### src/soc_pkg.sv
`default_nettype none

package soc_pkg;

	// ==========================================================
	// Bus field types
	// ==========================================================

	typedef logic [31:0] addr_t;
	typedef logic [31:0] data_t;
	typedef logic [3:0]  region_t;
	typedef logic [3:0]  slot_t;
	typedef logic [1:0]  master_id_t;
	typedef logic [9:0]  led_t;

	// Requestor identities
	localparam master_id_t MASTER_NONE = 2'd0;
	localparam master_id_t MASTER_IBUS = 2'd1;
	localparam master_id_t MASTER_DBUS = 2'd2;
	localparam master_id_t MASTER_DMA  = 2'd3;

	// ==========================================================
	// Address map
	// ==========================================================

	localparam region_t REGION_ROM    = 4'h0;
	localparam region_t REGION_RAM    = 4'h2;
	localparam region_t REGION_BRIDGE = 4'h5;

	localparam slot_t SLOT_SYSREG = 4'h9;

	localparam int ROM_WORDS = 16;

	// ==========================================================
	// Bus structs and arbiter state
	// ==========================================================

	typedef struct packed {
		logic  request;
		logic  rw;
		addr_t address;
		data_t wdata;
	} bus_req_t;

	typedef struct packed {
		logic  ready;
		data_t rdata;
	} bus_rsp_t;

	typedef enum logic [1:0] {
		ARB_IDLE,
		ARB_BUSY,
		ARB_DONE
	} arb_state_e;

endpackage

`default_nettype wire

### src/system_registers.sv
`timescale 1ns/1ps
`default_nettype none

module system_registers #(
	parameter soc_pkg::data_t DEVICE_ID = 32'd1,
	parameter int             RAM_WORDS = 1024
) (
	input  logic              i_clock,
	input  logic              i_rst_n,
	input  soc_pkg::bus_req_t i_req,
	output soc_pkg::bus_rsp_t o_rsp,
	input  logic              i_boot_mode,
	output soc_pkg::led_t     o_leds
);
	import soc_pkg::*;

	localparam logic [2:0] REG_DEVICE_ID = 3'd0;
	localparam logic [2:0] REG_RAM_SIZE  = 3'd1;
	localparam logic [2:0] REG_LEDS      = 3'd2;
	localparam logic [2:0] REG_BOOT_MODE = 3'd3;

	logic [2:0] index;
	logic       access;
	logic       ready_q;
	led_t       leds_q;
	data_t      read_value;
	data_t      rdata_q;

	assign index = i_req.address[4:2];
	assign access = i_req.request && !ready_q;

	always_comb begin
		case (index)
			REG_DEVICE_ID: read_value = DEVICE_ID;
			REG_RAM_SIZE:  read_value = data_t'(RAM_WORDS * 4);
			REG_LEDS:      read_value = {22'd0, leds_q};
			REG_BOOT_MODE: read_value = {31'd0, i_boot_mode};
			default:       read_value = '0;
		endcase
	end

	// Only the LED register takes writes
	always_ff @(posedge i_clock or negedge i_rst_n) begin
		if (!i_rst_n) begin
			ready_q <= 1'b0;
			leds_q <= '0;
		end else begin
			ready_q <= access;
			if (access && i_req.rw && index == REG_LEDS)
				leds_q <= i_req.wdata[9:0];
		end
	end

	always_ff @(posedge i_clock) begin
		if (access)
			rdata_q <= read_value;
	end

	assign o_rsp = '{ready: ready_q, rdata: rdata_q};
	assign o_leds = leds_q;

endmodule

`default_nettype wire

### config.mk
export PLATFORM = sky130hd
export DESIGN_NAME = system_registers
export DESIGN_NICKNAME = d
export VERILOG_FILES = /design/src/soc_pkg.sv /design/src/system_registers.sv
export SDC_FILE = /design/constraint.sdc
export NUM_CORES = 1
export LEC_CHECK = 0
export ABC_AREA = 1
export BUFFER_PORTS_ARGS = -buffer_cell sky130_fd_sc_hd__buf_2
export CAP_MARGIN = 20
export CORE_MARGIN = 4
export CORE_UTILIZATION = 35
export DETAILED_ROUTE_END_ITERATION = 6
export PLACE_DENSITY = 0.84
export REMOVE_ABC_BUFFERS = 1
export SYNTH_ARGS = -nofsm -noshare
export SYNTH_HDL_FRONTEND = slang
export SYNTH_SLANG_ARGS = --single-unit
export TNS_END_PERCENT = 1
### constraint.sdc
create_clock -name i_clock -period 3.1 [get_ports i_clock]
set_input_delay 0.155 -clock i_clock [delete_from_list [all_inputs] [get_ports i_clock]]
set_output_delay 0.155 -clock i_clock [all_outputs]
set_load 0.01 [all_outputs]
# Yosys cells after proc, flatten, opt, wreduce, memory -nomap -nowiden
# Index checks and enable logic that the tools add are counted.
[op_classes]
magnitude_cmp = 0
n_shift = 0
eq_ne = 3
multipliers = 0
muxes = 1
addsub = 0
bitwise = 0
div_mod_pow = 0
reduce_logical = 5
[op_table]
columns = ["operator", "n"]
rows = [
  ["one-hot mux 13 bit (4 select lines)", 1],
  ["== test 3 x 2 -> 1 bit, second input constant", 2],
  ["== test 3 x 1 -> 1 bit, second input constant", 1],
  ["logical AND 1 bit", 3],
  ["zero test 3 bit", 1],
  ["zero test 1 bit", 1],
]
[totals]
latch_bits = 0
in_bits = 69
elab_cells = 12
out_inout_bits = 43
mem_bits_ro = 0
ff_bits = 43
mem_bits_rw = 0
n_memories = 0

# Longest topological paths before layout
[logic_depth]
depth_word = 4
ltp_mapped = 6
ltp_nobuf = 6

# Least setup slack after synthesis
# No wires, ideal clock.
[synth_path]
path_type = "register to register"
from = "reg ready_q"
to = "reg rdata_q[0] (enable)"
path_slack_ns = 2.041
arrival_ns = 0.717
path_stages_with_launch = 4
setup_ns = 0.342
t_required_ns = 2.758
n_path_buf = 0
period_less_slack_ns = 1.059
path_cell_list = "dfrtp_1 inv_1 nand2_1 inv_1"
[synth_between]
elab_chain_cells = 2
[synth_rtl]
columns = ["element", "line", "rtl"]
rows = [
  ["start: declaration", "system_registers.sv:24", "logic ready_q;"],
  ["start signal: assignment", "system_registers.sv:48", "ready_q <= access;"],
  ["zero test 1 bit", "system_registers.sv:30", "assign access = i_req.request && !ready_q;"],
  ["logical AND 1 bit", "system_registers.sv:30", ""],
  ["net access", "system_registers.sv:23", "logic access;"],
  ["end signal: assignment", "system_registers.sv:56", "rdata_q <= read_value;"],
  ["end: declaration", "system_registers.sv:27", "data_t rdata_q;"],
]
# The timed path passes the listed nets, and every way through them passes these cells.
# A chain may end at the register's enable or synchronous reset.

# Final worst setup path
[layout_path]
from = "reg ready_q"
to = "reg rdata_q[6] (enable)"
# Same word-level chain as after synthesis.

==> flow_summary.ini <==
[synth]
netlist_area_um2 = 1070
synthCells = 112
ys_seq_area_share_pct = 56.7
yosysUniqueCellTypes = 14
ys_ff_latch = 22
yosysWarnings = 0
syn_area_per_cell_um2 = 9.53
yosysTopAreaCell = edfxtp_1
synth_top_area_share_pct = 30.9
synthTopCellsByArea = edfxtp_1 (31%), dfrtp_1 (26%), buf_4 (15%)

[global_routing]
antenna_found_initial = 0
grt_usage_pct = 9.78
grt_max_degree = 13
grt_pass1_wl_um = 3090
overflow = 0
grt_pass1_vias = 732

[critical_path]
crit_family = buffers and inverters
cp.arrival_ps = 1180
path_cells = inv_1 -> nand2_1 -> inv_1
crit_fanout = 12
cp.required_ps = 3050
worstSetupStartpointType = register
crit_slowest_cell = dfrtp_1
cp_slowest_stage_delay_ps = 400
path_class = register to register
path_buf_inv = 2
crit_path_end_kind = register
cp_common_cell = inv_1

[pwr]
intPower_mw = 0.446
powerDensity_nw_per_um2 = 505
clkPwrFrac_pct = 20.1
vdd_drop_max_mv = 0.139
total_leakage_power_nw = 0.700
netSwitchingPower_mw = 0.184
pwr-share-seq_pct = 58.6
combPwrFrac_pct = 21.3
netSwitchingFraction_pct = 29.2
power_mw = 0.630

[clock_network]
htreeDepth = 1
clk_latency_ps = 290
tritoncts = done
cts-root-buf = clkbuf_4
cts_buffers = 3
clk_pin_slew_worst_paths_ps = 110
cts_sinks = 22
cts_max_path_buffers = 2

[placed_design]
post-place-ws_ps = 1900
place.gp.congestion = 0.758
io_buffers = 39
place_hpwl_um = 1510

[die]
die_area_um2 = 4000
floorplan.initialDensity_pct = 37.7
io-pin-count = 112
fp-row-count = 19
core_um2 = 2830
fp.dieW_um = 63.2
die_y_um = 63.2

[layout]
area_growth_pct = 16.9
final_common_cell = buf_2
n_antenna_cell = 0
fill_cells = 273
layout_common_cells = buf_2 (39), nand2_1 (34), conb_1 (21)
nets = 224
drive_gt1_share_pct = 29.9

[timing]
fin_ws_ps = 1870
fmax_ghz = 0.816
period_share_pct = 39.5
hold_viol = 0
skew_ps = 2.96
slew_viol_final = 0
finalSetupViolations = 0
finalCriticalPeriod_ps = 1230
rsz0062_at_grt = false
fin_tns_setup_ps = 0

[flow_run]
drv_cap = 0

[drt]
vias_per_cell = 3.94
drc = 0
first_pass_iters = 4
routed_wl_um = 1940
wl_per_cell_um = 10.5
vias = 728
detail_route.iter0.violations = 18
ant_nets = 0

[outcome]
status = finished clean

[worst_hold_path]
worstHoldPathType = primary input to register
## power groups by stage
stage	registers (mW)	logic, mW	clock network [mW]
after CTS	0.369	0.136	0.131
after global routing	0.376	0.154	0.145
after detailed placement	0.376	0.134	0
final	0.369	0.134	0.127
after floorplan	0.392	0.0540	0
after global placement	0.374	0.133	0
## cell usage after synthesis
| cell type | n |
|---|---|
| buf_4 | 22 |
| conb_1 | 1 |
| dfrtp_1 | 11 |
| edfxtp_1 | 11 |
| inv_1 | 14 |
| nand2_1 | 34 |
| nand2_2 | 1 |
| nand3_1 | 2 |
| nand3_4 | 1 |
| nand4_1 | 1 |
| nor2_1 | 11 |
| nor2_2 | 1 |
| nor2_8 | 1 |
| nor3_1 | 1 |
## worst paths after layout
path,from,end,slack [ps],cells after the start
worst max register to register,ready_q$_DFF_PN0_,rdata_q[6]$_DFFE_PN_,1870,3
worst min-delay path,i_req[5],o_leds[5]$_DFFE_PN0P_,50,3
max in group asynchronous,i_rst_n,o_leds[0]$_DFFE_PN0P_,2640,2
min in group asynchronous,i_rst_n,o_leds[1]$_DFFE_PN0P_,270,2
worst min register to register,o_leds[5]$_DFFE_PN0P_,o_leds[5]$_DFFE_PN0P_,500,2
worst max-delay path,ready_q$_DFF_PN0_,rdata_q[6]$_DFFE_PN_,1870,3
## through the flow
step                instances  util (%)  hold slack (ps)  area [um^2]
global route              185      44.1             37.0         1250
detailed placement        180      42.8             31.4         1210
floorplan                 110         -             -141          977
CTS                       185      44.1             46.9         1250
finish                    185      44.1             51.3         1250
global placement          180      42.8             32.7         1210
## registers in the layout (all words and copies together) (netlist names)
signal / cells
ready_q: 1
rdata_q: 11
o_leds: 10
## what timing repair did
action,CTS,global route
setup buffers,0,0
hold buffers,1,0
gates resized for setup,0,0
hold endpoints to repair,11,0
## routing by layer
layer  wire, um  share of wire [%]  vias up  GRT usage, %
li1           -                  -      381             -
met1        741                 38      309          10.9
met2        947                 49       36          16.2
met3        224                 12        2          2.84
met4         24                1.2        0          6.47
met5          0                  0        -             0
## logic make-up (layout without fill, tap and decap cells)
kind of cell | Yosys count | in the layout | share of synthesized area [%]
other | 1 | 21 | 0.351
buffers and inverters | 36 | 58 | 20.4
DFF | 22 | 22 | 56.7
and+or+nand+nor | 53 | 53 | 22.5
## cell type report
cell class / instances / area [um^2] / area share (%)
well taps: 31 / 38.8 / 3.11
multi-input cells: 74 / 319 / 25.6
inverters: 14 / 52.6 / 4.21
flip-flops and latches: 22 / 606 / 48.5
repair buffers: 40 / 205 / 16.4
clock buffers: 4 / 26.3 / 2.11
## tightest hold or removal path: stages
cell and delay, ps:
buf_2 70, nand2_1 40, nand2_1 50
Power figures use the tool's default switching activity.
