===== src/soc_pkg.sv =====
`default_nettype none

package soc_pkg;

	// ==========================================================
	// Bus field types
	// ==========================================================

	typedef logic [31:0] addr_t;
	typedef logic [31:0] data_t;
	typedef logic [3:0]  region_t;
	typedef logic [3:0]  slot_t;
	typedef logic [1:0]  master_id_t;
	typedef logic [9:0]  led_t;

	// Requestor identities
	localparam master_id_t MASTER_NONE = 2'd0;
	localparam master_id_t MASTER_IBUS = 2'd1;
	localparam master_id_t MASTER_DBUS = 2'd2;
	localparam master_id_t MASTER_DMA  = 2'd3;

	// ==========================================================
	// Address map
	// ==========================================================

	localparam region_t REGION_ROM    = 4'h0;
	localparam region_t REGION_RAM    = 4'h2;
	localparam region_t REGION_BRIDGE = 4'h5;

	localparam slot_t SLOT_SYSREG = 4'h9;

	localparam int ROM_WORDS = 16;

	// ==========================================================
	// Bus structs and arbiter state
	// ==========================================================

	typedef struct packed {
		logic  request;
		logic  rw;
		addr_t address;
		data_t wdata;
	} bus_req_t;

	typedef struct packed {
		logic  ready;
		data_t rdata;
	} bus_rsp_t;

	typedef enum logic [1:0] {
		ARB_IDLE,
		ARB_BUSY,
		ARB_DONE
	} arb_state_e;

endpackage

`default_nettype wire


===== src/region_decoder.sv =====
`timescale 1ns/1ps
`default_nettype none

module region_decoder (
	input  soc_pkg::bus_req_t i_bus,
	output soc_pkg::bus_rsp_t o_bus,

	output soc_pkg::bus_req_t o_rom,
	output soc_pkg::bus_req_t o_ram,
	output soc_pkg::bus_req_t o_bridge,
	input  soc_pkg::bus_rsp_t i_rom,
	input  soc_pkg::bus_rsp_t i_ram,
	input  soc_pkg::bus_rsp_t i_bridge,

	output logic              o_fault_strobe,
	output soc_pkg::addr_t    o_fault_address
);
	import soc_pkg::*;

	region_t region;
	addr_t   local_address;
	logic    sel_rom;
	logic    sel_ram;
	logic    sel_bridge;
	logic    unmapped;

	assign region = i_bus.address[31:28];
	assign local_address = {4'h0, i_bus.address[27:0]};

	assign sel_rom = (region == REGION_ROM);
	assign sel_ram = (region == REGION_RAM);
	assign sel_bridge = (region == REGION_BRIDGE);
	assign unmapped = !(sel_rom || sel_ram || sel_bridge);

	assign o_rom = '{request: i_bus.request && sel_rom, rw: i_bus.rw,
		address: local_address, wdata: i_bus.wdata};
	assign o_ram = '{request: i_bus.request && sel_ram, rw: i_bus.rw,
		address: local_address, wdata: i_bus.wdata};
	assign o_bridge = '{request: i_bus.request && sel_bridge, rw: i_bus.rw,
		address: local_address, wdata: i_bus.wdata};

	// Unmapped accesses finish right away and read zero
	always_comb begin
		if (sel_rom)
			o_bus = i_rom;
		else if (sel_ram)
			o_bus = i_ram;
		else if (sel_bridge)
			o_bus = i_bridge;
		else
			o_bus = '{ready: i_bus.request, rdata: '0};
	end

	assign o_fault_strobe = i_bus.request && unmapped;
	assign o_fault_address = i_bus.address;

endmodule

`default_nettype wire


===== config.mk =====
export PLATFORM = sky130hd
export DESIGN_NAME = region_decoder
export DESIGN_NICKNAME = d
export VERILOG_FILES = /design/src/soc_pkg.sv /design/src/region_decoder.sv
export SDC_FILE = /design/constraint.sdc
export NUM_CORES = 1
export LEC_CHECK = 0
export ABC_AREA = 1
export BUFFER_PORTS_ARGS = -buffer_cell sky130_fd_sc_hd__buf_2
export CAP_MARGIN = 20
export CELL_PAD_IN_SITES_DETAIL_PLACEMENT = 1
export CELL_PAD_IN_SITES_GLOBAL_PLACEMENT = 1
export CORE_AREA = 2 2 166 168
export DETAILED_ROUTE_END_ITERATION = 10
export DIE_AREA = 0 0 168 170
export PLACE_DENSITY_LB_ADDON = 0.1
export SLEW_MARGIN = 20
export SYNTH_ARGS = -nofsm -noshare
export SYNTH_HDL_FRONTEND = slang
export SYNTH_SLANG_ARGS = --single-unit

===== constraint.sdc =====
create_clock -name vclk -period 1.2
set_input_delay 0.18 -clock vclk [all_inputs]
set_output_delay 0.18 -clock vclk [all_outputs]
set_load 0.01 [all_outputs]

; ---- After elaboration in Yosys (flattened, before gate mapping)
; Index checks and enable logic that the tools add are counted.
; Widths: inputs -> output; s select.
[classes]
eq_ne = 2
mux = 3
n_reduce_logical = 8
[op_table]
columns = operator, count
row1 = $mux 33, 3
row2 = $eq 4x2->1 const B, 1
row3 = $eq 4x3->1 const B, 1
row4 = $logic_and 1x1->1, 4
row5 = $logic_not 4->1, 1
row6 = $logic_or 1x1->1, 2
row7 = $logic_not 1->1, 1
[totals]
ff_bits = 0
inputBits = 165
out_inout_bits = 264
elab_cells = 13

; ---- Depth between registers and ports, before layout
[logic_depth]
word_depth = 5
mapped_depth = 7
depth_no_buf = 7

; ---- Least setup slack after synthesis
; OpenSTA, ideal clock, no wires.
[synth_timing]
path_type = input to output
startpoint = in i_bus[62] (netlist name)
endpoint = out o_bus[0] (netlist name)
arrival_ps = 874
required_ps = 1020
path_slack_ps = 146
path_stages = 6
n_path_buf = 1
cell_sequence = nor2_2 > nand2_2 > nor2_4 > buf_6 > nand2_1 > nand3_1
[synth_rtl]
columns = item, line
row1 = from (decl), region_decoder.sv:5  ; input soc_pkg::bus_req_t i_bus,
row2 = to (decl), region_decoder.sv:6  ; output soc_pkg::bus_rsp_t o_bus,

==> qor.csv <==
stage,metric,value,unit
power_and_ir_drop,clkPwrFrac,0,%
grt,first_global_vias,2001,
floorplan,initial_core_util,9.352,%
outcome,violations,setup timing,
floorplan,dieHeight,170,um
power_and_ir_drop,fin_total_pwr,0.0006290,W
setup_path,critPathLaunchType,input port,
cells_and_area,mostFrequentLayoutCells,"sky130_fd_sc_hd__buf_2 (113), sky130_fd_sc_hd__nand2_1 (70), sky130_fd_sc_hd__buf_6 (36), sky130_fd_sc_hd__nand3_2 (29), sky130_fd_sc_hd__nand2_2 (20)",
cells_and_area,num_antenna_cells,0,
routing,route.final.wire_length,9.035,mm
power_and_ir_drop,power_density,225.1,nW/um^2
timing,timing.hold.ws,0.3600,ns
routing,drtIter0Drc,23,
grt,highest_utilization_routing_layer_at_the_global_route_stage,met2,
timing,fmaxAchievable,0.7218,GHz
cells_and_area,drive_gt1_share,72.46,%
placement,placement.io_buffers,145,
synthesis,yosysSeqAreaShare,0,%
min_path,hold_path_depth,0,
synthesis,synth_cell_type_count,14,
setup_path,worst-endpoint-arrival,1.21,ns
grt,grt-ovfl-total,0,
timing,timing.final.max_slew_violations,0,
routing,final_antenna_net_count,0,
floorplan,design.portCount,429,
synthesis,syn_area,2492,sq um
power_and_ir_drop,p_sw_share,46.01,%
cells_and_area,final.clkbuf_count,0,
synthesis,synth.largest_area_cell,sky130_fd_sc_hd__buf_4,
routing,avgViaCountPerCell,2.716,
setup_path,worstSetupEndpointType,output port,
min_path,min-delay-path-class,in -> out,
outcome,outcome,"complete, but fails checks",
timing,finalSetupViolCount,33,
cells_and_area,finish.instance_area,2794,sq um
min_path,worstHoldStart,i_bus[9],
power_and_ir_drop,power_report.internal_total,0.0003396,W
grt,gr-usage-all-layers,5.312,%
cells_and_area,ff_latch_area,0,sq um
floorplan,design.die.area,28560,sq um
routing,post_drt_wl_per_cell,13.39,um
power_and_ir_drop,power.sequential.fraction,0,%
routing,first_pass_iters,2,
timing,setup-tns-final,-4.904,ns
power_and_ir_drop,power_frac_comb,100.0,%
cells_and_area,flow.area_growth_from_synthesis,12.10,%
power_and_ir_drop,max-vdd-ir-drop,0.04233,mV
power_and_ir_drop,total_leakage_power,1.520,nW
cells_and_area,seq_cells,0,
synthesis,simple_gate_share_of_the_synthesized_area,26.91,%
routing,vias,1833,
synthesis,syn_inst,389,
placement,post-dp-hpwl,6.467,mm
synthesis,post_synth.cell_area_avg,6.407,sq um
floorplan,die-width,168,um
synthesis,synth-xor-area-share,0,%
floorplan,core_area,26650,sq um
grt,groute.layer.met1.usage,5.648,%
grt,grt_start_max_net_pins,23,
timing,fin_crit,1.386,ns
floorplan,placement_row_count,60,
synthesis,synth_top_family_by_area,buffers and inverters,
synthesis,synthesized_area_fraction_occupied_by_adder_cells,0,%
placement,placed_area,2037,sq um
synthesis,synthTopCellsByArea,"sky130_fd_sc_hd__buf_4 (69%), sky130_fd_sc_hd__nand2_1 (15%), sky130_fd_sc_hd__nand3_2 (5.2%), sky130_fd_sc_hd__nand3_1 (4.4%), sky130_fd_sc_hd__buf_6 (2.7%)",
timing,report.final.hold_viol_count,0,
synthesis,synth_largest_type_area_fraction,69.28,%
cells_and_area,mostFrequentLayoutCell,sky130_fd_sc_hd__buf_2,
grt,grt_pass1_wl,11.90,mm
setup_path,crit_required,1.02,ns
synthesis,synth_compound_gate_area_share,0.2008,%
routing,drc,0,
timing,rsz_0062_raised_after_global_routing,yes,
synthesis,yosys_warnings,0,
setup_path,crit_type,in -> out,
setup_path,worstPathMaxFanout,6,
grt,use_met3,1.302,%
grt,grt.met2_usage,10.17,%
flow_run,cap_viol_max_count,0,
cells_and_area,nNetsFinal,501,
min_path,hold-path-endpoint,o_ram[9],
synthesis,synthMuxAreaShare,0,%
timing,fin_crit_sh,115.5,%
placement,globalplace.congestion,0.6956,
timing,post-route-worst-setup-slack,-0.1855,ns
power_and_ir_drop,switchingPower,0.0002894,W
grt,antenna_found_initial,0,
[stage by stage]
step                std cells  util (%)  worst slack (ns)
finish                    675     10.48           -0.1855
global placement          661     7.643           -0.2429
CTS                       668     9.047           -0.1625
global route              675     10.48           -0.2484
floorplan                 400         -            0.1456
detailed placement        661     7.643           -0.2212
[synth_stat cells]
cell and count:
sky130_fd_sc_hd__a21oi_1 1, sky130_fd_sc_hd__buf_4 230, sky130_fd_sc_hd__buf_6 6, sky130_fd_sc_hd__conb_1 1, sky130_fd_sc_hd__inv_1 3, sky130_fd_sc_hd__inv_2 2, sky130_fd_sc_hd__nand2_1 102, sky130_fd_sc_hd__nand2_2 1
sky130_fd_sc_hd__nand3_1 22, sky130_fd_sc_hd__nand3_2 13, sky130_fd_sc_hd__nor2_1 5, sky130_fd_sc_hd__nor2_2 1, sky130_fd_sc_hd__nor2_4 1, sky130_fd_sc_hd__nor3_1 1
[cells by family after synthesis]
| group | count (synthesis) |
|---|---|
| AO/OA/AOI/OAI | 1 |
| buffers and inverters | 241 |
| other | 1 |
| AND/OR/NAND/NOR | 146 |
[cell type report]
class                           count  area, sq um
Fill cell                        3227        23860
Inverter                            5        28.78
Multi-Input combinational cell    159        982.2
Tap cell                          341        426.7
Timing Repair Buffer              170         1356
[layer usage]
metal	wire, um	part of all wire, %
met5	0	0
met4	221	2.4
met3	717	7.9
met2	5024	56
met1	3071	34
[worst max path at each step]
| stage | start | end | slack (ns) | cells after the start |
|---|---|---|---|---|
| floorplan | i_bus[62] | o_bus[0] | 0.15 | 6 |
| global placement | i_bus[62] | o_bus[27] | -0.24 | 8 |
| detailed placement | i_bus[62] | o_bus[27] | -0.22 | 8 |
| CTS | i_bus[62] | o_bus[31] | -0.16 | 8 |
| global route | i_bus[62] | o_bus[9] | -0.25 | 9 |
| finish | i_bus[62] | o_bus[31] | -0.19 | 9 |
[timing repair]
action,4_1_cts,5_1_grt
resized for setup,65,62
pin swaps,2,10
gates cloned,3,4
setup buffers,4,3
endpoints found under the setup margin,36,35
hold buffers,0,0
[critical path: stages]
cell and delay (ns):
sky130_fd_sc_hd__buf_8 0.10, sky130_fd_sc_hd__nor2_4 0.14, sky130_fd_sc_hd__nand2_2 0.09, sky130_fd_sc_hd__nor2_4 0.13, sky130_fd_sc_hd__buf_6 0.13, sky130_fd_sc_hd__buf_12 0.12, sky130_fd_sc_hd__nand2_1 0.08, sky130_fd_sc_hd__nand3_1 0.08
sky130_fd_sc_hd__buf_2 0.13
[power by group through the flow]
stage / Combinational [W] / Sequential [W] / Clock, W
floorplan: 0.000919 / 0 / 0
global route: 0.000690 / 0 / 0
global placement: 0.000457 / 0 / 0
CTS: 0.000554 / 0 / 0
finish: 0.000629 / 0 / 0
detailed placement: 0.000449 / 0 / 0
Note: power is estimated with default switching activity, not from simulation.
