<file path="src/soc_pkg.sv">
`default_nettype none

package soc_pkg;

	// ==========================================================
	// Bus field types
	// ==========================================================

	typedef logic [31:0] addr_t;
	typedef logic [31:0] data_t;
	typedef logic [3:0]  region_t;
	typedef logic [3:0]  slot_t;
	typedef logic [1:0]  master_id_t;
	typedef logic [9:0]  led_t;

	// Requestor identities
	localparam master_id_t MASTER_NONE = 2'd0;
	localparam master_id_t MASTER_IBUS = 2'd1;
	localparam master_id_t MASTER_DBUS = 2'd2;
	localparam master_id_t MASTER_DMA  = 2'd3;

	// ==========================================================
	// Address map
	// ==========================================================

	localparam region_t REGION_ROM    = 4'h0;
	localparam region_t REGION_RAM    = 4'h2;
	localparam region_t REGION_BRIDGE = 4'h5;

	localparam slot_t SLOT_SYSREG = 4'h9;

	localparam int ROM_WORDS = 16;

	// ==========================================================
	// Bus structs and arbiter state
	// ==========================================================

	typedef struct packed {
		logic  request;
		logic  rw;
		addr_t address;
		data_t wdata;
	} bus_req_t;

	typedef struct packed {
		logic  ready;
		data_t rdata;
	} bus_rsp_t;

	typedef enum logic [1:0] {
		ARB_IDLE,
		ARB_BUSY,
		ARB_DONE
	} arb_state_e;

endpackage

`default_nettype wire

</file>
<file path="src/io_bridge.sv">
`timescale 1ns/1ps
`default_nettype none

module io_bridge (
	input  logic              i_clock,
	input  logic              i_rst_n,
	input  soc_pkg::bus_req_t i_near,
	output soc_pkg::bus_rsp_t o_near,
	output soc_pkg::bus_req_t o_far,
	input  soc_pkg::bus_rsp_t i_far
);
	import soc_pkg::*;

	logic  far_request;
	logic  far_rw;
	addr_t far_address;
	data_t far_wdata;
	slot_t far_slot;
	logic  slot_hit;
	logic  empty_ready;

	assign far_slot = far_address[27:24];
	assign slot_hit = (far_slot == SLOT_SYSREG);

	always_ff @(posedge i_clock or negedge i_rst_n) begin
		if (!i_rst_n) begin
			far_request <= 1'b0;
			empty_ready <= 1'b0;
		end else begin
			if (o_near.ready)
				far_request <= 1'b0;
			else if (i_near.request)
				far_request <= 1'b1;
			// Nobody lives in this slot, answer for it
			empty_ready <= far_request && !slot_hit && !empty_ready;
		end
	end

	always_ff @(posedge i_clock) begin
		if (i_near.request && !far_request) begin
			far_rw <= i_near.rw;
			far_address <= i_near.address;
			far_wdata <= i_near.wdata;
		end
	end

	assign o_far = '{request: far_request && slot_hit, rw: far_rw,
		address: far_address, wdata: far_wdata};

	assign o_near = '{ready: slot_hit ? i_far.ready : empty_ready,
		rdata: slot_hit ? i_far.rdata : '0};

endmodule

`default_nettype wire

</file>
<file path="config.mk">
export PLATFORM = sky130hd
export DESIGN_NAME = io_bridge
export DESIGN_NICKNAME = d
export VERILOG_FILES = /design/src/soc_pkg.sv /design/src/io_bridge.sv
export SDC_FILE = /design/constraint.sdc
export NUM_CORES = 1
export LEC_CHECK = 0
export ABC_CLOCK_PERIOD_IN_PS = 5000
export BUFFER_PORTS_ARGS = -buffer_cell sky130_fd_sc_hd__buf_2
export CAP_MARGIN = 20
export CORE_MARGIN = 2
export CORE_UTILIZATION = 30
export CTS_CLUSTER_DIAMETER = 150
export DETAILED_ROUTE_END_ITERATION = 7
export PLACE_DENSITY = 0.71
export SYNTH_ARGS = -nofsm -noshare
export SYNTH_HDL_FRONTEND = slang
export SYNTH_SLANG_ARGS = --single-unit
</file>
<file path="constraint.sdc">
create_clock -name i_clock -period 5 [get_ports i_clock]
set_clock_uncertainty 0.2 [all_clocks]
set_input_delay 0.25 -clock i_clock [delete_from_list [all_inputs] [get_ports i_clock]]
set_output_delay 0.25 -clock i_clock [all_outputs]
set_load 0.02 [all_outputs]
</file>
Yosys cells after proc, flatten, opt, wreduce, memory -nomap -nowiden
Index checks and enable logic that the tools add are counted.
- input port bits: 101
- register bits: 67
- word-level logic and storage cells: 18
- output and inout port bits: 99
- equal/unequal tests: 1
- reduce and logical (&&, ||, !) cells: 8
- multiplexer cells: 4
- operators with widths (cell ; count):
    32-bit two-way mux ; 1
    4-bit equality test, second input constant ; 1
    1-bit logical AND ; 4
    1-bit zero test ; 3
    1-bit two-way mux ; 3
    2-bit nonzero test ; 1

Longest topological paths before layout
Gate-level depths: netlist of the first run.
- depth after elaboration: 4
- gate-level depth with buffers: 4
- depth with buffers taken out: 2

Worst setup path after synthesis of the first run
No wires, ideal clock.
- path kind: reg-to-reg
- start: register far_request
- end: register far_address[0], enable pin
- library setup time: 0.496 ns
- stages on the path, launching flop included: 2
- arrival time: 3.298 ns
- clock period less this slack: 3.994 ns
- data required time: 4.304 ns
- setup slack: 1.006 ns
- buffers on the path: 0
- cells stage by stage: dfrtp_1 -> nor2b_1
- cells in the longest elaborated chain, start to end: 2
- ends and longest elaborated chain (item ; line ; source):
    start: declaration ; io_bridge.sv:14 ; logic far_request;
    start signal: assignment ; io_bridge.sv:27 ; far_request <= 1'b0;
    start signal: assignment ; io_bridge.sv:31 ; far_request <= 1'b0;
    start signal: assignment ; io_bridge.sv:33 ; far_request <= 1'b1;
    1-bit zero test ; io_bridge.sv:40 ; if (i_near.request && !far_request) begin
    1-bit logical AND ; io_bridge.sv:40 ;
    end signal: assignment ; io_bridge.sv:42 ; far_address <= i_near.address;
    end: declaration ; io_bridge.sv:16 ; addr_t far_address;
Every way passes these cells.
A chain may end at the register's enable or synchronous reset.

==> run_results.csv, run 1 <==
group,metric,value,unit
floorplanning,initial_core_util,0.3050,
clocking,cts.root.buffer_cell,"clkbuf_8",
finish,finalNonFillerCells,491,
placement,port_buffers,199,
drt,wl_per_cell,13.51,um
timing,hold_slack,19.50,ps
synth,async_reset_ff_frac,0.02985,
global_routing,grt_pass1_vias,2132,
synth,synth_most_common_cell,"edfxtp_1",
synth,synth.area.top_cells,"edfxtp_1 84%, and2_1 8.9%, dfrtp_1 2.1%",
clocking,ctsResizeCount,0,
power_and_ir_drop,ir_drop,289.5,uV
global_routing,grt_use_total,0.1548,
min_path,hold_class,"in -> reg",
synth,ys_top_cells_by_count,"65 x edfxtp_1, 33 x and2_1, 4 x buf_6",
min_path,worstHoldPathCells,3,
clocking,cts_setup_buffers,0,
power_and_ir_drop,switching_power,472.6,uW
finish,finalInstanceArea,4288,um2
finish,fin_nets,485,
setup_path,r2r_cells,2,
drt,drt-total-wl,6631,um
placement,dpl_cell_area,3418,um2
timing,worst_pin_slew,944.0,ps
job,max_cap_viol_count,0,
global_routing,grt_start_max_net_pins,37,
floorplanning,die_w,92.17,um
min_path,min_to,"far_request",
placement,placed_cells_incl_taps,409,
setup_path,worstPathMaxFanout,36,
timing,rsz0062_at_grt,"no",
power_and_ir_drop,power_frac_comb,0.242,
timing,finalWorstPathRequiredPeriod,2574,ps
global_routing,grt_antenna_before_repair,0,
setup_path,cp.required,4550,ps
synth,syn-cell-area,2332,um2
floorplanning,coreArea,7647,um2
floorplanning,ioPinCount,200,
timing,fin_crit_sh,0.5148,
setup_path,timing.rr.start,"far_request",
timing,setup_viol,0,
timing,setup-tns-final,0,ps
synth,syn_avg_cell_area,20.82,um2
floorplanning,dieHeight,92.17,um
power_and_ir_drop,clock_power_share,0.286,
synth,syn_inst,112,
setup_path,slowest_delay,910,ps
timing,hold_viol,0,
setup_path,crit_type,"reg -> out",
synth,ys.flop_type,"edfxtp_1",
setup_path,crit_chain,"and4bb_1 > mux2_4 > buf_2",
setup_path,timing.rr.end,"far_wdata[5]",
power_and_ir_drop,p_seq_frac,0.472,
synth,synth_seq_cells,67,
synth,synth-seq-area-share,0.8584,
clocking,path_clk_slew,60,ps
clocking,cts_tree,"built",
drt,route.detailed.drc,0,
timing,fmax,388.5,MHz
power_and_ir_drop,power_density,384.2,nW/um2
synth,yosysTopAreaCellShare,0.8369,
floorplanning,rows,32,
clocking,cts_made_buffers,9,
drt,vias_per_cell,4.116,
finish,area_delta_synth_final,83.85,%
global_routing,grt_pass1_wl,9901,um
synth,synth_nets,213,
power_and_ir_drop,p_leak,1.986,nW
drt,drtPass1Iterations,2,
placement,place_congestion,0.6708,
placement,hpwl,4383,um
finish,multi_input_area,285.3,um2
synth,synth.largest_area_cell,"edfxtp_1",
clocking,clock_latency,330,ps
timing,report.final.slew_viol_count,0,
setup_path,crit_buf_inv,1,
power_and_ir_drop,switching_share,0.2868,
setup_path,crit_slowest_cell,"and4bb_1",
synth,synth.distinct_cells,11,
drt,ant_nets,0,
floorplanning,die_area,8495,um2
synth,synth_edf_count,65,
clocking,clock-sinks,67,
setup_path,cp.arrival,2120,ps
drt,vias,2021,
setup_path,cp-start-kind,"register",
synth,yosysWarningCount,0,
power_and_ir_drop,p_int,1.175,mW
setup_path,end_kind,"output pin",
setup_path,path_delay_family,"simple AND/OR/NAND/NOR gates",
power_and_ir_drop,power,1.648,mW
finish,final_layout_size_suffix_gt1_frac,0.5553,
drt,drt_iter0_drc,27,
min_path,hold_path_startpoint,"i_far[32]",
finish,antennaDiodeCount,0,
global_routing,grt.overflow.total,0,
setup_path,rrSetupSlack,2740,ps
finish,fill_cells,630,
timing,slew_headroom,0.3706,
status,status,"finished, final reports clean",
clocking,clock_path_buffers,2,
finish,layout.area.seq,2002,um2
clocking,h-tree-depth,3,
## layout by cell type, fill, tap and decap left out
cell / instances
nor2b_4: 1
clkbuf_1: 2
dfrtp_1: 2
dlygate4sd3_1: 66
clkbuf_8: 9
clkinv_1: 1
bufinv_16: 2
and4bb_1: 1
clkinv_4: 1
buf_4: 1
o21bai_1: 2
edfxtp_1: 65
nor3b_2: 1
mux2i_1: 1
mux2_4: 1
clkinv_2: 1
and2_1: 33
buf_2: 199
## worst min-delay path: stages
cell      delay, ps
buf_2            90
o21bai_1        100
mux2i_1          60
## power groups by stage
stage                     registers [mW]  clock network (mW)  logic, mW
after floorplan                    0.909                   0     0.0987
after global placement             0.784                   0      0.356
after detailed placement           0.789                   0      0.362
after CTS                          0.777               0.482      0.402
after global routing               0.788               0.508      0.428
final                              0.777               0.471      0.399
## through the flow
stage,utilization,setup slack [ps]
after CTS,0.5607,2376
after global routing,0.5607,2236
final,0.5607,2426
after floorplan,-,1006
after global placement,0.4470,2810
after detailed placement,0.4470,2731
## metal layers
layer | wire length [um] | vias up | global-route usage | part of all wire
met1 | 2256 | 937 | 0.1454 | 0.34
met3 | 793 | 7 | 0.07724 | 0.12
li1 | - | 951 | - | -
met5 | 0 | - | 0 | 0
met4 | 67 | 0 | 0.05721 | 0.010
met2 | 3514 | 126 | 0.2862 | 0.53
## worst max path at each step
stage,end,from,cells past startpoint
2_1_floorplan,far_address[0],far_request,1
3_3_place_gp,far_address[11],far_request,2
3_5_place_dp,far_address[21],far_request,2
4_1_cts,o_near[32],far_address[26],3
5_1_grt,o_near[32],far_address[26],3
6_report,o_near[32],far_address[26],3
## layout make-up
class | count | share of cell area
sequential | 67 | 0.4669
timing repair buffer | 266 | 0.3881
multi-input combinational | 40 | 0.06653
clock buffer | 11 | 0.03064
tap | 102 | 0.02976
clock inverter | 5 | 0.01809
## sequential cells by signal, indices dropped and copies added, names as in the netlist
register,cells
far_wdata,32
far_rw,1
empty_ready,1
far_address,32
far_request,1
## cells by family after synthesis
| logic type | synth area share |
|---|---|
| multiplexers | 0.01073 |
| AO/OA/AOI/OAI | 0.006436 |
| flip-flops | 0.8584 |
| AND/OR/NAND/NOR | 0.1019 |
| buffers and inverters | 0.02253 |
## what timing repair did
| action | 4_1_cts | 5_1_grt |
|---|---|---|
| endpoints found under the hold margin | 67 | 0 |
| hold buffers | 66 | 0 |
| endpoints found under the setup margin | 0 | 0 |
Note: power is estimated with default switching activity, not from simulation.
==> inputs of run 2 (changes only) <==
ABC_AREA = 1   (was not set)
ABC_CLOCK_PERIOD_IN_PS = 2300   (was 5000)
clock period = 2.3 ns   (was 5 ns; I/O delays follow)
==> run 2 against run 1 <==
  * Flip-flop and latch count stayed put
  * Cell count is 9.4% higher
  * Non-clock buffer count is 4 higher
  * Critical path type unchanged
  * Critical endpoint is now o_near[16]
==> run_results.csv, run 2 <==
group,metric,value,unit
status,status,"finished, final reports clean",
clocking,cts_made_buffers,9,
floorplanning,rows,33,
timing,rsz0062_at_grt,"no",
placement,place_congestion,0.7546,
global_routing,grt_use_total,0.1565,
floorplanning,die_area,9228,um2
synth,synth.area.top_cells,"edfxtp_1 77%, nor2_4 7.5%, inv_1 5.2%",
power_and_ir_drop,ir_drop,505.2,uV
drt,vias_per_cell,4.054,
synth,yosysTopAreaCellShare,0.7677,
setup_path,crit_buf_inv,3,
finish,area_delta_synth_final,78.74,%
global_routing,grt.overflow.total,0,
setup_path,crit_type,"reg -> out",
clocking,clock_latency,340,ps
setup_path,crit_slowest_cell,"nand2_4",
min_path,hold_path_startpoint,"empty_ready",
clocking,cts_setup_buffers,0,
synth,synth_edf_count,65,
finish,post-route-util,0.5531,
global_routing,grt_antenna_before_repair,0,
setup_path,crit_end,"o_near[16]",
setup_path,r2r_cells,7,
drt,drtPass1Iterations,4,
timing,finalWorstPathRequiredPeriod,2152,ps
setup_path,rrSetupSlack,210,ps
synth,synth.distinct_cells,12,
power_and_ir_drop,p_int,2.574,mW
finish,final_layout_size_suffix_gt1_frac,0.5810,
setup_path,crit_start,"far_address[27]",
synth,syn-cell-area,2542,um2
drt,drt_iter0_drc,41,
setup_path,timing.rr.end,"far_request",
setup_path,timing.rr.start,"far_address[27]",
power_and_ir_drop,power_frac_comb,0.257,
timing,report.final.slew_viol_count,0,
timing,slew_headroom,0.6189,
clocking,cts.root.buffer_cell,"clkbuf_8",
power_and_ir_drop,clock_power_share,0.286,
synth,async_reset_ff_frac,0.02985,
power_and_ir_drop,p_leak,2.169,nW
placement,hpwl,4704,um
timing,fin_crit_sh,0.9355,
floorplanning,coreArea,8217,um2
synth,synth_most_common_cell,"edfxtp_1",
timing,hold_viol,0,
finish,finalInstanceArea,4544,um2
synth,yosysWarningCount,0,
job,max_cap_viol_count,0,
power_and_ir_drop,power,3.698,mW
finish,antennaDiodeCount,0,
setup_path,crit_chain,"nand2_1 > inv_1 > nand2_4 > buf_4 > nor2_2 > buf_2",
clocking,ctsResizeCount,0,
setup_path,slowest_delay,430,ps
synth,synth_nets,251,
global_routing,grt_pass1_vias,2204,
power_and_ir_drop,power_density,813.8,nW/um2
setup_path,cp.arrival,1840,ps
clocking,clock_path_buffers,2,
drt,drt-total-wl,7348,um
drt,route.detailed.drc,0,
floorplanning,dieHeight,96.06,um
setup_path,cp_num_cells,6,
timing,fmax,464.7,MHz
clocking,h-tree-depth,3,
drt,vias,2177,
synth,synth.largest_area_cell,"edfxtp_1",
setup_path,path_delay_family,"simple AND/OR/NAND/NOR gates",
finish,final_common_cell,"buf_2",
drt,wl_per_cell,13.68,um
floorplanning,initial_core_util,0.3094,
synth,syn_inst,150,
min_path,hold_class,"reg -> reg",
timing,worst_pin_slew,571.2,ps
drt,ant_nets,0,
timing,setup_viol,0,
finish,final_cell_mix,"199 x buf_2, 69 x dlygate4sd3_1, 65 x edfxtp_1, 35 x inv_1, 18 x nor2_4",
clocking,path_clk_slew,70,ps
placement,port_buffers,199,
power_and_ir_drop,p_seq_frac,0.457,
power_and_ir_drop,switching_share,0.3039,
placement,dpl_cell_area,3637,um2
setup_path,worstPathMaxFanout,27,
setup_path,cp-start-kind,"register",
global_routing,grt_pass1_wl,10230,um
clocking,cts_tree,"built",
synth,syn_avg_cell_area,16.95,um2
synth,ys_top_cells_by_count,"65 x edfxtp_1, 35 x inv_1, 17 x nor2_4",
floorplanning,ioPinCount,200,
floorplanning,die_w,96.06,um
clocking,clock-sinks,67,
power_and_ir_drop,switching_power,1.124,mW
synth,synth-seq-area-share,0.7874,
finish,top_regs,"far_address: 32 flops, far_wdata: 32 flops",
global_routing,grt_start_max_net_pins,66,
synth,synth_seq_cells,67,
setup_path,end_kind,"output pin",
timing,setup-tns-final,0,ps
setup_path,cp.required,1990,ps
finish,fin_nets,528,
synth,ys.flop_type,"edfxtp_1",
## run 2: cell count changes after synthesis, moves of 2 or more
cell,previous run,this run
inv_1,0,35
and2_1,33,0
nor2_4,0,17
nor2_2,0,15
nor2_1,0,6
buf_6,4,0
buf_12,0,3
nand2_1,0,3
o21bai_1,2,0
## run 2: kinds of logic after synthesis
| family | synth area share |
|---|---|
| buffers and inverters | 0.07825 |
| flip-flops | 0.7874 |
| AND/OR/NAND/NOR | 0.1343 |
## run 2: power by group through the flow
stage	logic [mW]	registers (mW)	clock network (mW)
after floorplan	0.262	1.96	0
after global placement	0.838	1.70	0
after detailed placement	0.848	1.71	0
after CTS	0.951	1.69	1.09
after global routing	1.02	1.71	1.14
final	0.950	1.69	1.06
## run 2: routing by layer
| layer | GRT usage | part of all wire | vias up |
|---|---|---|---|
| met4 | 0.07262 | 0.016 | 0 |
| met1 | 0.1475 | 0.34 | 981 |
| met5 | 0 | 0 | - |
| met2 | 0.2876 | 0.51 | 152 |
| li1 | - | - | 1035 |
| met3 | 0.06891 | 0.13 | 9 |
## run 2: timing repair
item / in CTS / in global routing
hold buffers: 69 / 0
setup endpoints to repair: 0 / 0
endpoints found under the hold margin: 68 / 0
## run 2: worst min-delay path by stage
stage                             end  cells past startpoint
final                     empty_ready                      1
after global routing      empty_ready                      1
after CTS                 empty_ready                      1
after detailed placement  empty_ready                      1
after global placement    far_request                      1
after floorplan           empty_ready                      0
## run 2: final cells by class
| type | instances | area (um2) |
|---|---|---|
| clock buffer | 10 | 127.6 |
| clock inverter | 6 | 88.84 |
| fill | 684 | 3672 |
| inverter | 35 | 131.4 |
| multi-input combinational | 44 | 349.1 |
| sequential | 67 | 2002 |
| tap | 105 | 131.4 |
| timing repair buffer | 270 | 1714 |
## run 2: stage by stage
stage	cells	hold WS [ps]	setup slack (ps)
global placement	452	-298.8	558.6
detailed placement	452	-293.8	496.4
floorplan	150	-380.6	284.8
global route	537	256.0	40.30
finish	537	233.9	148.3
CTS	537	238.8	114.9
