===== config.mk =====
export PLATFORM = sky130hd
export DESIGN_NAME = bus_fault_monitor
export DESIGN_NICKNAME = d
export VERILOG_FILES = /design/src/soc_pkg.sv /design/src/bus_fault_monitor.sv
export SDC_FILE = /design/constraint.sdc
export NUM_CORES = 1
export LEC_CHECK = 0
export BUFFER_PORTS_ARGS = -buffer_cell sky130_fd_sc_hd__buf_2
export CORE_MARGIN = 2
export CORE_UTILIZATION = 40
export DETAILED_ROUTE_END_ITERATION = 16
export MAX_ROUTING_LAYER = met4
export PLACE_DENSITY = 0.79
export SYNTH_ARGS = -nofsm -noshare
export SYNTH_HDL_FRONTEND = slang
export SYNTH_SLANG_ARGS = --single-unit

===== constraint.sdc =====
create_clock -name i_clock -period 1.2 [get_ports i_clock]
set_input_delay 0.06 -clock i_clock [delete_from_list [all_inputs] [get_ports i_clock]]
set_output_delay 0.06 -clock i_clock [all_outputs]
set_load 0.02 [all_outputs]

===== src/soc_pkg.sv =====
`default_nettype none

package soc_pkg;

	// ==========================================================
	// Bus field types
	// ==========================================================

	typedef logic [31:0] addr_t;
	typedef logic [31:0] data_t;
	typedef logic [3:0]  region_t;
	typedef logic [3:0]  slot_t;
	typedef logic [1:0]  master_id_t;
	typedef logic [9:0]  led_t;

	// Requestor identities
	localparam master_id_t MASTER_NONE = 2'd0;
	localparam master_id_t MASTER_IBUS = 2'd1;
	localparam master_id_t MASTER_DBUS = 2'd2;
	localparam master_id_t MASTER_DMA  = 2'd3;

	// ==========================================================
	// Address map
	// ==========================================================

	localparam region_t REGION_ROM    = 4'h0;
	localparam region_t REGION_RAM    = 4'h2;
	localparam region_t REGION_BRIDGE = 4'h5;

	localparam slot_t SLOT_SYSREG = 4'h9;

	localparam int ROM_WORDS = 16;

	// ==========================================================
	// Bus structs and arbiter state
	// ==========================================================

	typedef struct packed {
		logic  request;
		logic  rw;
		addr_t address;
		data_t wdata;
	} bus_req_t;

	typedef struct packed {
		logic  ready;
		data_t rdata;
	} bus_rsp_t;

	typedef enum logic [1:0] {
		ARB_IDLE,
		ARB_BUSY,
		ARB_DONE
	} arb_state_e;

endpackage

`default_nettype wire


===== src/bus_fault_monitor.sv =====
`timescale 1ns/1ps
`default_nettype none

module bus_fault_monitor (
	input  logic                i_clock,
	input  logic                i_rst_n,
	input  logic                i_fault_strobe,
	input  soc_pkg::addr_t      i_fault_address,
	input  soc_pkg::master_id_t i_grant,
	output logic                o_fault,
	output soc_pkg::addr_t      o_fault_address,
	output soc_pkg::master_id_t o_fault_source
);
	import soc_pkg::*;

	// Sticky, the first fault wins
	always_ff @(posedge i_clock or negedge i_rst_n) begin
		if (!i_rst_n) begin
			o_fault <= 1'b0;
			o_fault_address <= '0;
			o_fault_source <= MASTER_NONE;
		end else if (i_fault_strobe && !o_fault) begin
			o_fault <= 1'b1;
			o_fault_address <= i_fault_address;
			o_fault_source <= i_grant;
		end
	end

endmodule

`default_nettype wire


## After elaboration in Yosys (flattened, before gate mapping)

Index checks and enable logic that the tools add are counted.
Widths: inputs -> output; s select.

| operators by class | value |
|---|---|
| reductions and logical operators | 2 |

Operators with widths:

| operator | count |
|---|---|
| $logic_and 1x1->1 | 1 |
| $logic_not 1->1 | 1 |

| word-level totals | value |
|---|---|
| flip-flop bits (word level) | 35 |
| bits of input ports | 37 |
| output and inout bits | 35 |
| word-level logic and storage cells | 5 |

## Logic depth before layout (Yosys ltp)

Gate-level depths: netlist of the first run.

| depth | value |
|---|---|
| word-level depth | 2 |
| mapped depth | 4 |
| mapped depth without buffers | 2 |

## Worst setup path after synthesis of the first run

Ideal clock, no wire load.

| path | value |
|---|---|
| path type | register -> register |
| start point | register o_fault |
| end point | register o_fault_address[0] |
| data arrival time | 1.170 ns |
| data required time | 1.075 ns |
| path slack | -0.095 ns |
| cell stages (with the launch flop) | 5 |
| buffers on the path | 2 |
| path through | dfrtp_1 nor2b_4 buf_6 buf_12 mux2_4 |

| on the way | value |
|---|---|
| word-level cells in the longest chain between the ends | 2 |

Ends and longest elaborated chain:

| element | RTL line | text |
|---|---|---|
| from (decl) | bus_fault_monitor.sv:10 | `output logic o_fault,` |
| from (signal assigned) | bus_fault_monitor.sv:19 | `o_fault <= 1'b0;` |
| from (signal assigned) | bus_fault_monitor.sv:23 | `o_fault <= 1'b1;` |
| $logic_not 1->1 | bus_fault_monitor.sv:22 | `end else if (i_fault_strobe && !o_fault) begin` |
| $logic_and 1x1->1 | bus_fault_monitor.sv:22 |  |
| to (signal assigned) | bus_fault_monitor.sv:24 | `o_fault_address <= i_fault_address;` |
| to (decl) | bus_fault_monitor.sv:11 | `output soc_pkg::addr_t o_fault_address,` |

Every way passes these cells.
A chain may end at the register's enable or synchronous reset.

## Worst setup path in the final report of the first run

| path | value |
|---|---|
| start point | register o_fault |
| end point | register o_fault_address[16] |

Same word-level chain as after synthesis.

==> results of run 1 <==
[power breakdown]
part	switching, µW	internal, µW
registers	79.2	1310
logic	323	376
clock network	378	226
[final cells by class]
type | instances | area (µm²) | area share [%]
clock inverter | 2 | 12.5 | 0.544
timing repair buffer | 113 | 781 | 33.9
clock buffer | 6 | 41.3 | 1.80
tap | 46 | 57.6 | 2.50
sequential | 35 | 877 | 38.1
multi-input combinational | 36 | 531 | 23.1
[through the flow]
stage | cells | utilization, % | cell area [µm²] | total power [µW]
2_1_floorplan | 75 | - | 1460 | 1750
3_3_place_gp | 193 | 54.7 | 1870 | 1990
3_5_place_dp | 193 | 54.7 | 1870 | 2010
4_1_cts | 240 | 68.4 | 2340 | 2730
5_1_grt | 238 | 67.3 | 2300 | 2860
6_report | 238 | 67.3 | 2300 | 2690
[logic make-up (layout without fill, tap and decap cells)]
kind of cell           count (synthesis)  count (layout)  share of synthesized area, %
flip-flops                            35              35                          59.9
AND/OR/NAND/NOR                        2               2                          1.37
multiplexers                          34              34                          33.9
buffers and inverters                  4             121                          4.88
[repair_timing]
item | in CTS | in global routing
endpoints found under the hold margin | 70 | 0
setup endpoints to repair | 34 | 34
setup buffers | 2 | 0
resized for setup | 4 | 3
cloned | 1 | 0
hold buffers | 36 | 0
[registers in the layout, summed over array words and instances, names as in the netlist]
register	flops
o_fault_address	32
o_fault	1
o_fault_source	2
[path summary, 6_finish.rpt]
kind,endpoint,slack [ns],depth (start not counted),start
max in group asynchronous,o_fault,0.57,3,i_rst_n
min reg2reg,o_fault_address[3],0.51,1,o_fault_address[3]
min,o_fault_address[23],0.31,3,i_rst_n
min in group i_clock,o_fault_address[22],0.33,4,i_fault_strobe
max reg2reg,o_fault_address[16],-0.07,3,o_fault
max,o_fault_address[16],-0.07,3,o_fault
[worst max-delay path: cells and delay by family, from the launching register on]
family / cells / cell delay [ns]
flops: 1 / 0.44
mux: 1 / 0.32
buf+inv: 1 / 0.21
simple gates: 1 / 0.19
[placed cells by master, fill, tap and decap left out]
cell           instances
buf_12                 1
buf_2                 71
buf_4                  3
buf_6                  2
clkbuf_1               1
clkbuf_4               5
clkinv_2               1
clkinvlp_4             1
dfrtp_1               34
dfrtp_2                1
dlygate4sd3_1         36
mux2_4                34
nor2b_4                1
or2_2                  1
[metal layers]
metal / share of wire [%] / vias to the layer above / global-route usage [%]
li1: - / 491 / -
met1: 36 / 519 / 20.2
met2: 56 / 43 / 35.8
met3: 4.4 / 12 / 5.21
met4: 3.6 / 0 / 10.4
met5: 0 / - / -
==> out/results.ini, run 1 <==
[cells_and_area]
area_growth_pct = 57.2
n_antenna_cell = 0
layout-drive-gt1-share_pct = 63.0
fillers = 254
final_nets = 228

[sta]
final-setup-viol-count = 34
period_share_pct = 105
fmax_mhz = 790
tightest_slew_ns = 0.428
whs_ns = 0.311
final.setup.worst_slack_ns = -0.0652
min_period_ns = 1.27
setup_tns_ns = -1.40
finalMaxSlewViolations = 0
rsz0062_at_grt = yes
worst_clock_skew_ns = 0.00885
finalHoldViolCount = 0
maxSlewHeadroom_pct = 71.5

[worst_setup_path]
crit_path_end_kind = flip-flop
critical_path_required_ns = 1.43
path_cells = nor2b_4 > buf_4 > mux2_4
critPathSlowestCell = dfrtp_2
cpPeakStageDelay_ns = 0.44
crit_fanout = 6
start_kind = flip-flop
cp.arrival_ns = 1.49
critPathKind = flip-flop to flip-flop

[synth]
netlist_area_um2 = 1460
syn-num-nets = 112
synth_seq_cells = 35
async_flop_share_pct = 100
synth_cell_type_count = 7
synth_top_area_share_pct = 59.9
synth_seq_area_share_pct = 59.9
postSynthAreaPerCell_um2 = 19.5
synth_enable_flop_cells = 0
yosys-top-cells-area = dfrtp_1 60%, mux2_4 31%, buf_12 4.1%
ys_top_cells_by_count = 35 x dfrtp_1, 30 x mux2_4, 4 x mux2_2
synthFlopType = dfrtp_1
yosys.area.top_type = dfrtp_1
synth_cells = 75
ys_warn_count = 0
synth.most_common_cell = dfrtp_1

[drt]
dr.pass1.iters = 4
vias_per_cell = 4.47
ant_nets = 0
vias = 1065
drc = 0
drt_iter0_markers = 44
routed_wl_um = 3670
wire_per_inst_um = 15.4

[power_and_ir_drop]
p_leak_uw = 0.00117
p_per_area_nw_per_um2 = 1170
peakVddDrop_mv = 0.843

[place]
place.port_buffers = 71
pre_cts_slack_ns = -0.0788
place.gp.congestion = 0.729
hpwl_um = 2250

[global_route]
grt_max_degree = 36
grt_pass1_wl_um = 5950
antenna_found_initial = 0
track_usage_pct = 20.1
grt_pass1_vias = 1227
overflow = 0

[die]
die_w_um = 64.5
start_util_pct = 42.8
dieArea_um2 = 4160
ios = 72
num_rows = 21
core_area_um2 = 3420
die_y_um = 64.5

[clock_tree]
cts.htree.levels = 2
cts_num_sinks = 35
cts_tree = built
cts_buffers = 5
clock_latency_ns = 0.34
path_clk_slew_ns = 0.11
cts_buffer_depth = 2
cts_root_buf = clkbuf_4

[status]
violations = negative setup slack
outcome = finished, violations left

[worst_hold_path]
min_path_type = input port to async pin

[flow_run]
drv_cap = 0

(Power assumes the default switching activity.)
==> run 2: changes to the inputs <==
- BUFFER_PORTS_ARGS: -buffer_cell sky130_fd_sc_hd__buf_2 -> -buffer_cell sky130_fd_sc_hd__buf_4
==> out/results.ini, run 2 (synthesized netlist as in run 1, its figures left out) <==
[status]
outcome = finished, violations left
violations = negative setup slack

[power_and_ir_drop]
pwr-share-clk_pct = 20.9
p_int_uw = 2010
p_per_area_nw_per_um2 = 1140
combPwrFrac_pct = 28.8
p_leak_uw = 0.00120
peakVddDrop_mv = 0.696
p_sw_share_pct = 27.4
power.switching_uw = 759
seqPwrFrac_pct = 50.3

[clock_tree]
cts.htree.levels = 2
cts_num_sinks = 35
cts_buffer_depth = 2
path_clk_slew_ns = 0.09
cts_root_buf = clkbuf_4
clock_latency_ns = 0.33
cts_tree = built
postCtsSetupRepairBufs = 0
cts_buffers = 5

[die]
ios = 72
num_rows = 21
die_w_um = 64.5
dieArea_um2 = 4160
start_util_pct = 42.8
die_y_um = 64.5
core_area_um2 = 3420

[place]
place_area_um2 = 2010
place.port_buffers = 71
place.gp.congestion = 0.766
pre_cts_slack_ns = -0.0482
hpwl_um = 2220

[sta]
final.setup.worst_slack_ns = -0.0425
whs_ns = 0.205
final-setup-viol-count = 29
period_share_pct = 104
maxSlewHeadroom_pct = 71.3
tightest_slew_ns = 0.430
finalHoldViolCount = 0
min_period_ns = 1.24
finalMaxSlewViolations = 0
fmax_mhz = 805
rsz0062_at_grt = yes
worst_clock_skew_ns = 0.00355

[worst_setup_path]
cpPeakStageDelay_ns = 0.43
crit_fanout = 12
crit_path_end_kind = flip-flop
worst-r2r-cell-count = 3
critPathSlowestCell = dfrtp_2
start_kind = flip-flop
cp_num_buf_inv = 1
critical_path.top_delay_family = flip-flops
path_depth = 3
path_cells = nor2b_4 > buf_6 > mux2_4
critPathKind = flip-flop to flip-flop
cp.arrival_ns = 1.46
critical_path_required_ns = 1.42

[cells_and_area]
reg.largest.list = o_fault_address x32, o_fault_source x2, o_fault x1
n_antenna_cell = 0
design_area_um2 = 2430
layout_common_cells = 72 x buf_4, 36 x dlygate4sd3_1, 34 x dfrtp_1, 30 x mux2_4, 5 x clkbuf_4
area_growth_pct = 66.5
fillers = 246
layout-drive-gt1-share_pct = 62.1
largest_reg_flops = 32
final_nets = 226
final_common_cell = buf_4
top_register = o_fault_address

[global_route]
grt_max_degree = 36
overflow = 0
grt_pass1_wl_um = 5580
antenna_found_initial = 0
grt_pass1_vias = 1175
track_usage_pct = 19.0

[drt]
wire_per_inst_um = 14.9
dr.pass1.iters = 4
ant_nets = 0
drt_iter0_markers = 22
routed_wl_um = 3530
vias_per_cell = 4.47
vias = 1055
drc = 0

[flow_run]
drv_cap = 0

[worst_hold_path]
min_path_type = input port to async pin

## run 2: changes by cell type in the layout (fill, tap and decap cells not counted)
cell,previous run,this run
buf_4,3,72
buf_6,2,3
clkinvlp_4,1,0
clkbuf_1,1,2
buf_2,71,0
mux2_4,34,30
mux2_2,0,4
buf_12,1,0
## run 2: power by group through the flow
stage | sequential (µW) | clock, µW | combinational, µW
final | 1390 | 580 | 797
after detailed placement | 1410 | 0 | 701
after floorplan | 1570 | 0 | 179
after global placement | 1410 | 0 | 689
after global routing | 1410 | 676 | 841
after CTS | 1390 | 612 | 797
## run 2: worst paths after layout
path                                          start                   to  slack [ns]
worst max-delay path                        o_fault  o_fault_address[13]       -0.04
worst min-delay path                        i_rst_n  o_fault_address[23]        0.21
worst max register to register              o_fault  o_fault_address[13]       -0.04
worst min register to register  o_fault_address[11]  o_fault_address[11]        0.52
max in group asynchronous                   i_rst_n              o_fault        0.67
min in group i_clock                 i_fault_strobe              o_fault        0.49
## run 2: metrics by stage
stage          util [%]  total power [µW]  std cells  TNS (ns)
2_1_floorplan         -              1750         75     -1.95
3_3_place_gp       58.9              2100        192    -0.256
3_5_place_dp       58.9              2110        192     -1.02
4_1_cts            71.3              2800        236    -0.966
5_1_grt            71.3              2930        236     -2.19
6_report           71.3              2770        236    -0.889
## run 2: routing by layer
metal	global-route usage (%)	wire length (µm)
met5	-	0
met4	9.57	76
met3	3.13	108
met2	36.3	2110
met1	18.3	1230
## run 2: cell type report
class                   count  area [µm²]  area share (%)
repair buffers            111         935            38.4
clock buffers               7        45.0            1.85
well taps                  46        57.6            2.36
flip-flops and latches     35         877            36.0
multi-input cells          36         515            21.2
clock inverters             1        5.00           0.206
## run 2: timing repair
| item | CTS | global route |
|---|---|---|
| gates cloned | 0 | 0 |
| hold endpoints to repair | 70 | 0 |
| gates resized for setup | 3 | 0 |
| hold buffers | 36 | 0 |
| endpoints found under the setup margin | 34 | 34 |
==> run 3: changes to the inputs <==
==> constraint.sdc (replaced) <==
create_clock -name i_clock -period 1.2 [get_ports i_clock]
set_input_delay 0.18 -clock i_clock [delete_from_list [all_inputs] [get_ports i_clock]]
set_output_delay 0.18 -clock i_clock [all_outputs]
set_load 0.02 [all_outputs]
==> out/results.ini, run 3 (synthesized netlist as in run 1, its figures left out) <==
[status]
outcome = finished, violations left
violations = negative setup slack

[cells_and_area]
final_common_cell = buf_4
fillers = 294
largest_reg_flops = 32
final_nets = 191
area_growth_pct = 43.8
reg.largest.list = o_fault_address x32, o_fault_source x2, o_fault x1
n_antenna_cell = 0
layout-drive-gt1-share_pct = 76.1
finalNonFillerCells = 201
layout_common_cells = 71 x buf_4, 34 x dfrtp_1, 33 x mux2_4, 5 x clkbuf_4, 3 x buf_6
top_register = o_fault_address

[flow_run]
drv_cap = 0

[power_and_ir_drop]
peakVddDrop_mv = 0.664
combPwrFrac_pct = 26.3
p_per_area_nw_per_um2 = 1270
p_sw_share_pct = 27.2
power.switching_uw = 725
p_int_uw = 1940
seqPwrFrac_pct = 52.2
p_leak_uw = 0.00107
pwr-share-clk_pct = 21.5

[clock_tree]
cts_num_sinks = 35
cts.htree.levels = 2
cts_buffers = 5
cts_tree = built
path_clk_slew_ns = 0.09
clock_latency_ns = 0.32
cts_buffer_depth = 2
cts_root_buf = clkbuf_4
postCtsSetupRepairBufs = 0

[sta]
min_period_ns = 1.25
final.setup.worst_slack_ns = -0.0508
fmax_mhz = 799
finalHoldViolCount = 0
rsz0062_at_grt = yes
period_share_pct = 104
tightest_slew_ns = 0.423
finalMaxSlewViolations = 0
maxSlewHeadroom_pct = 71.8
final-setup-viol-count = 26
worst_clock_skew_ns = 0.00401

[die]
num_rows = 21
core_area_um2 = 3420
dieArea_um2 = 4160
die_y_um = 64.5
die_w_um = 64.5
start_util_pct = 42.8
ios = 72

[drt]
drc = 0
met2_length_um = 1690
highest_layer = met4
vias_per_cell = 4.59
wire_per_inst_um = 14.8
drt_iter0_markers = 18
dr.pass1.iters = 2
vias = 922
wl_met1_um = 1090
wl_met3_um = 128
routed_wl_um = 2980
ant_nets = 0

[worst_hold_path]
min_path_type = input port to flip-flop

[worst_setup_path]
critPathSlowestCell = dfrtp_2
cpPeakStageDelay_ns = 0.43
crit_fanout = 12
crit_path_end_kind = flip-flop
cp.arrival_ns = 1.46
path_cells = nor2b_4 > buf_6 > mux2_4
critPathKind = flip-flop to flip-flop
start_kind = flip-flop
critical_path_required_ns = 1.41

[global_route]
grt_pass1_vias = 1012
grt_max_degree = 36
grt_pass1_wl_um = 4750
antenna_found_initial = 0
track_usage_pct = 16.0
overflow = 0

[place]
place.port_buffers = 71
pre_cts_slack_ns = -0.0482
place.gp.congestion = 0.766
hpwl_um = 2220
dpl.cell_count = 192

==> run 3: cell types whose count changed in the layout (fill, tap and decap cells not counted), sizes merged <==
cell         before  now
dlygate4sd3      36    1
==> run 3: final cells by class <==
type                    count  area (µm²)  share of cell area (%)
multi-input cells          36         527                    25.0
clock buffers               7        45.0                    2.14
well taps                  46        57.6                    2.74
clock inverters             1        5.00                   0.238
flip-flops and latches     35         877                    41.7
repair buffers             76         592                    28.1
==> run 3: what timing repair did <==
action | CTS | global route
setup endpoints to repair | 35 | 35
hold endpoints to repair | 35 | 0
resized for setup | 4 | 4
hold buffers | 1 | 0
==> run 3: power groups by stage <==
stage	logic, µW	clock network (µW)	registers (µW)
after floorplan	179	0	1570
after global placement	689	0	1410
after detailed placement	701	0	1410
after CTS	705	612	1390
after global routing	739	676	1410
final	702	574	1390
==> run 3: worst paths after layout <==
| check | startpoint | slack [ns] | depth (start not counted) | to |
|---|---|---|---|---|
| min in group asynchronous | i_rst_n | 0.33 | 2 | o_fault_address[9] |
| max in group asynchronous | i_rst_n | 0.54 | 2 | o_fault |
| hold reg to reg | o_fault_address[15] | 0.52 | 1 | o_fault_address[15] |
| setup reg to reg | o_fault | -0.05 | 3 | o_fault_address[13] |
| hold / removal | i_fault_strobe | 0.06 | 2 | o_fault |
| setup / recovery | o_fault | -0.05 | 3 | o_fault_address[13] |
==> run 3: critical path: cells and delay by family, from the launching register on <==
kind	cells	cell delay (ns)
DFF	1	0.43
muxes	1	0.31
buffers and inverters	1	0.21
and+or+nand+nor	1	0.17
==> run 3: per-stage QoR <==
step / area [µm²] / hold WS, ns / total power, µW / setup TNS (ns) / utilization (%)
after global placement: 2010 / 0.145 / 2100 / -0.256 / 58.9
final: 2100 / 0.0612 / 2670 / -0.988 / 61.6
after CTS: 2090 / 0.0391 / 2710 / -0.994 / 61.1
after detailed placement: 2010 / 0.157 / 2110 / -1.02 / 58.9
after floorplan: 1460 / -0.116 / 1750 / -1.95 / -
after global routing: 2100 / 0.0333 / 2830 / -2.44 / 61.6
==> run 3: routing by layer <==
metal  GRT usage, %  up-vias
li1               -      417
met2           27.1       30
met4           9.57        0
met3           3.47        8
met5              -        -
met1           17.4      467
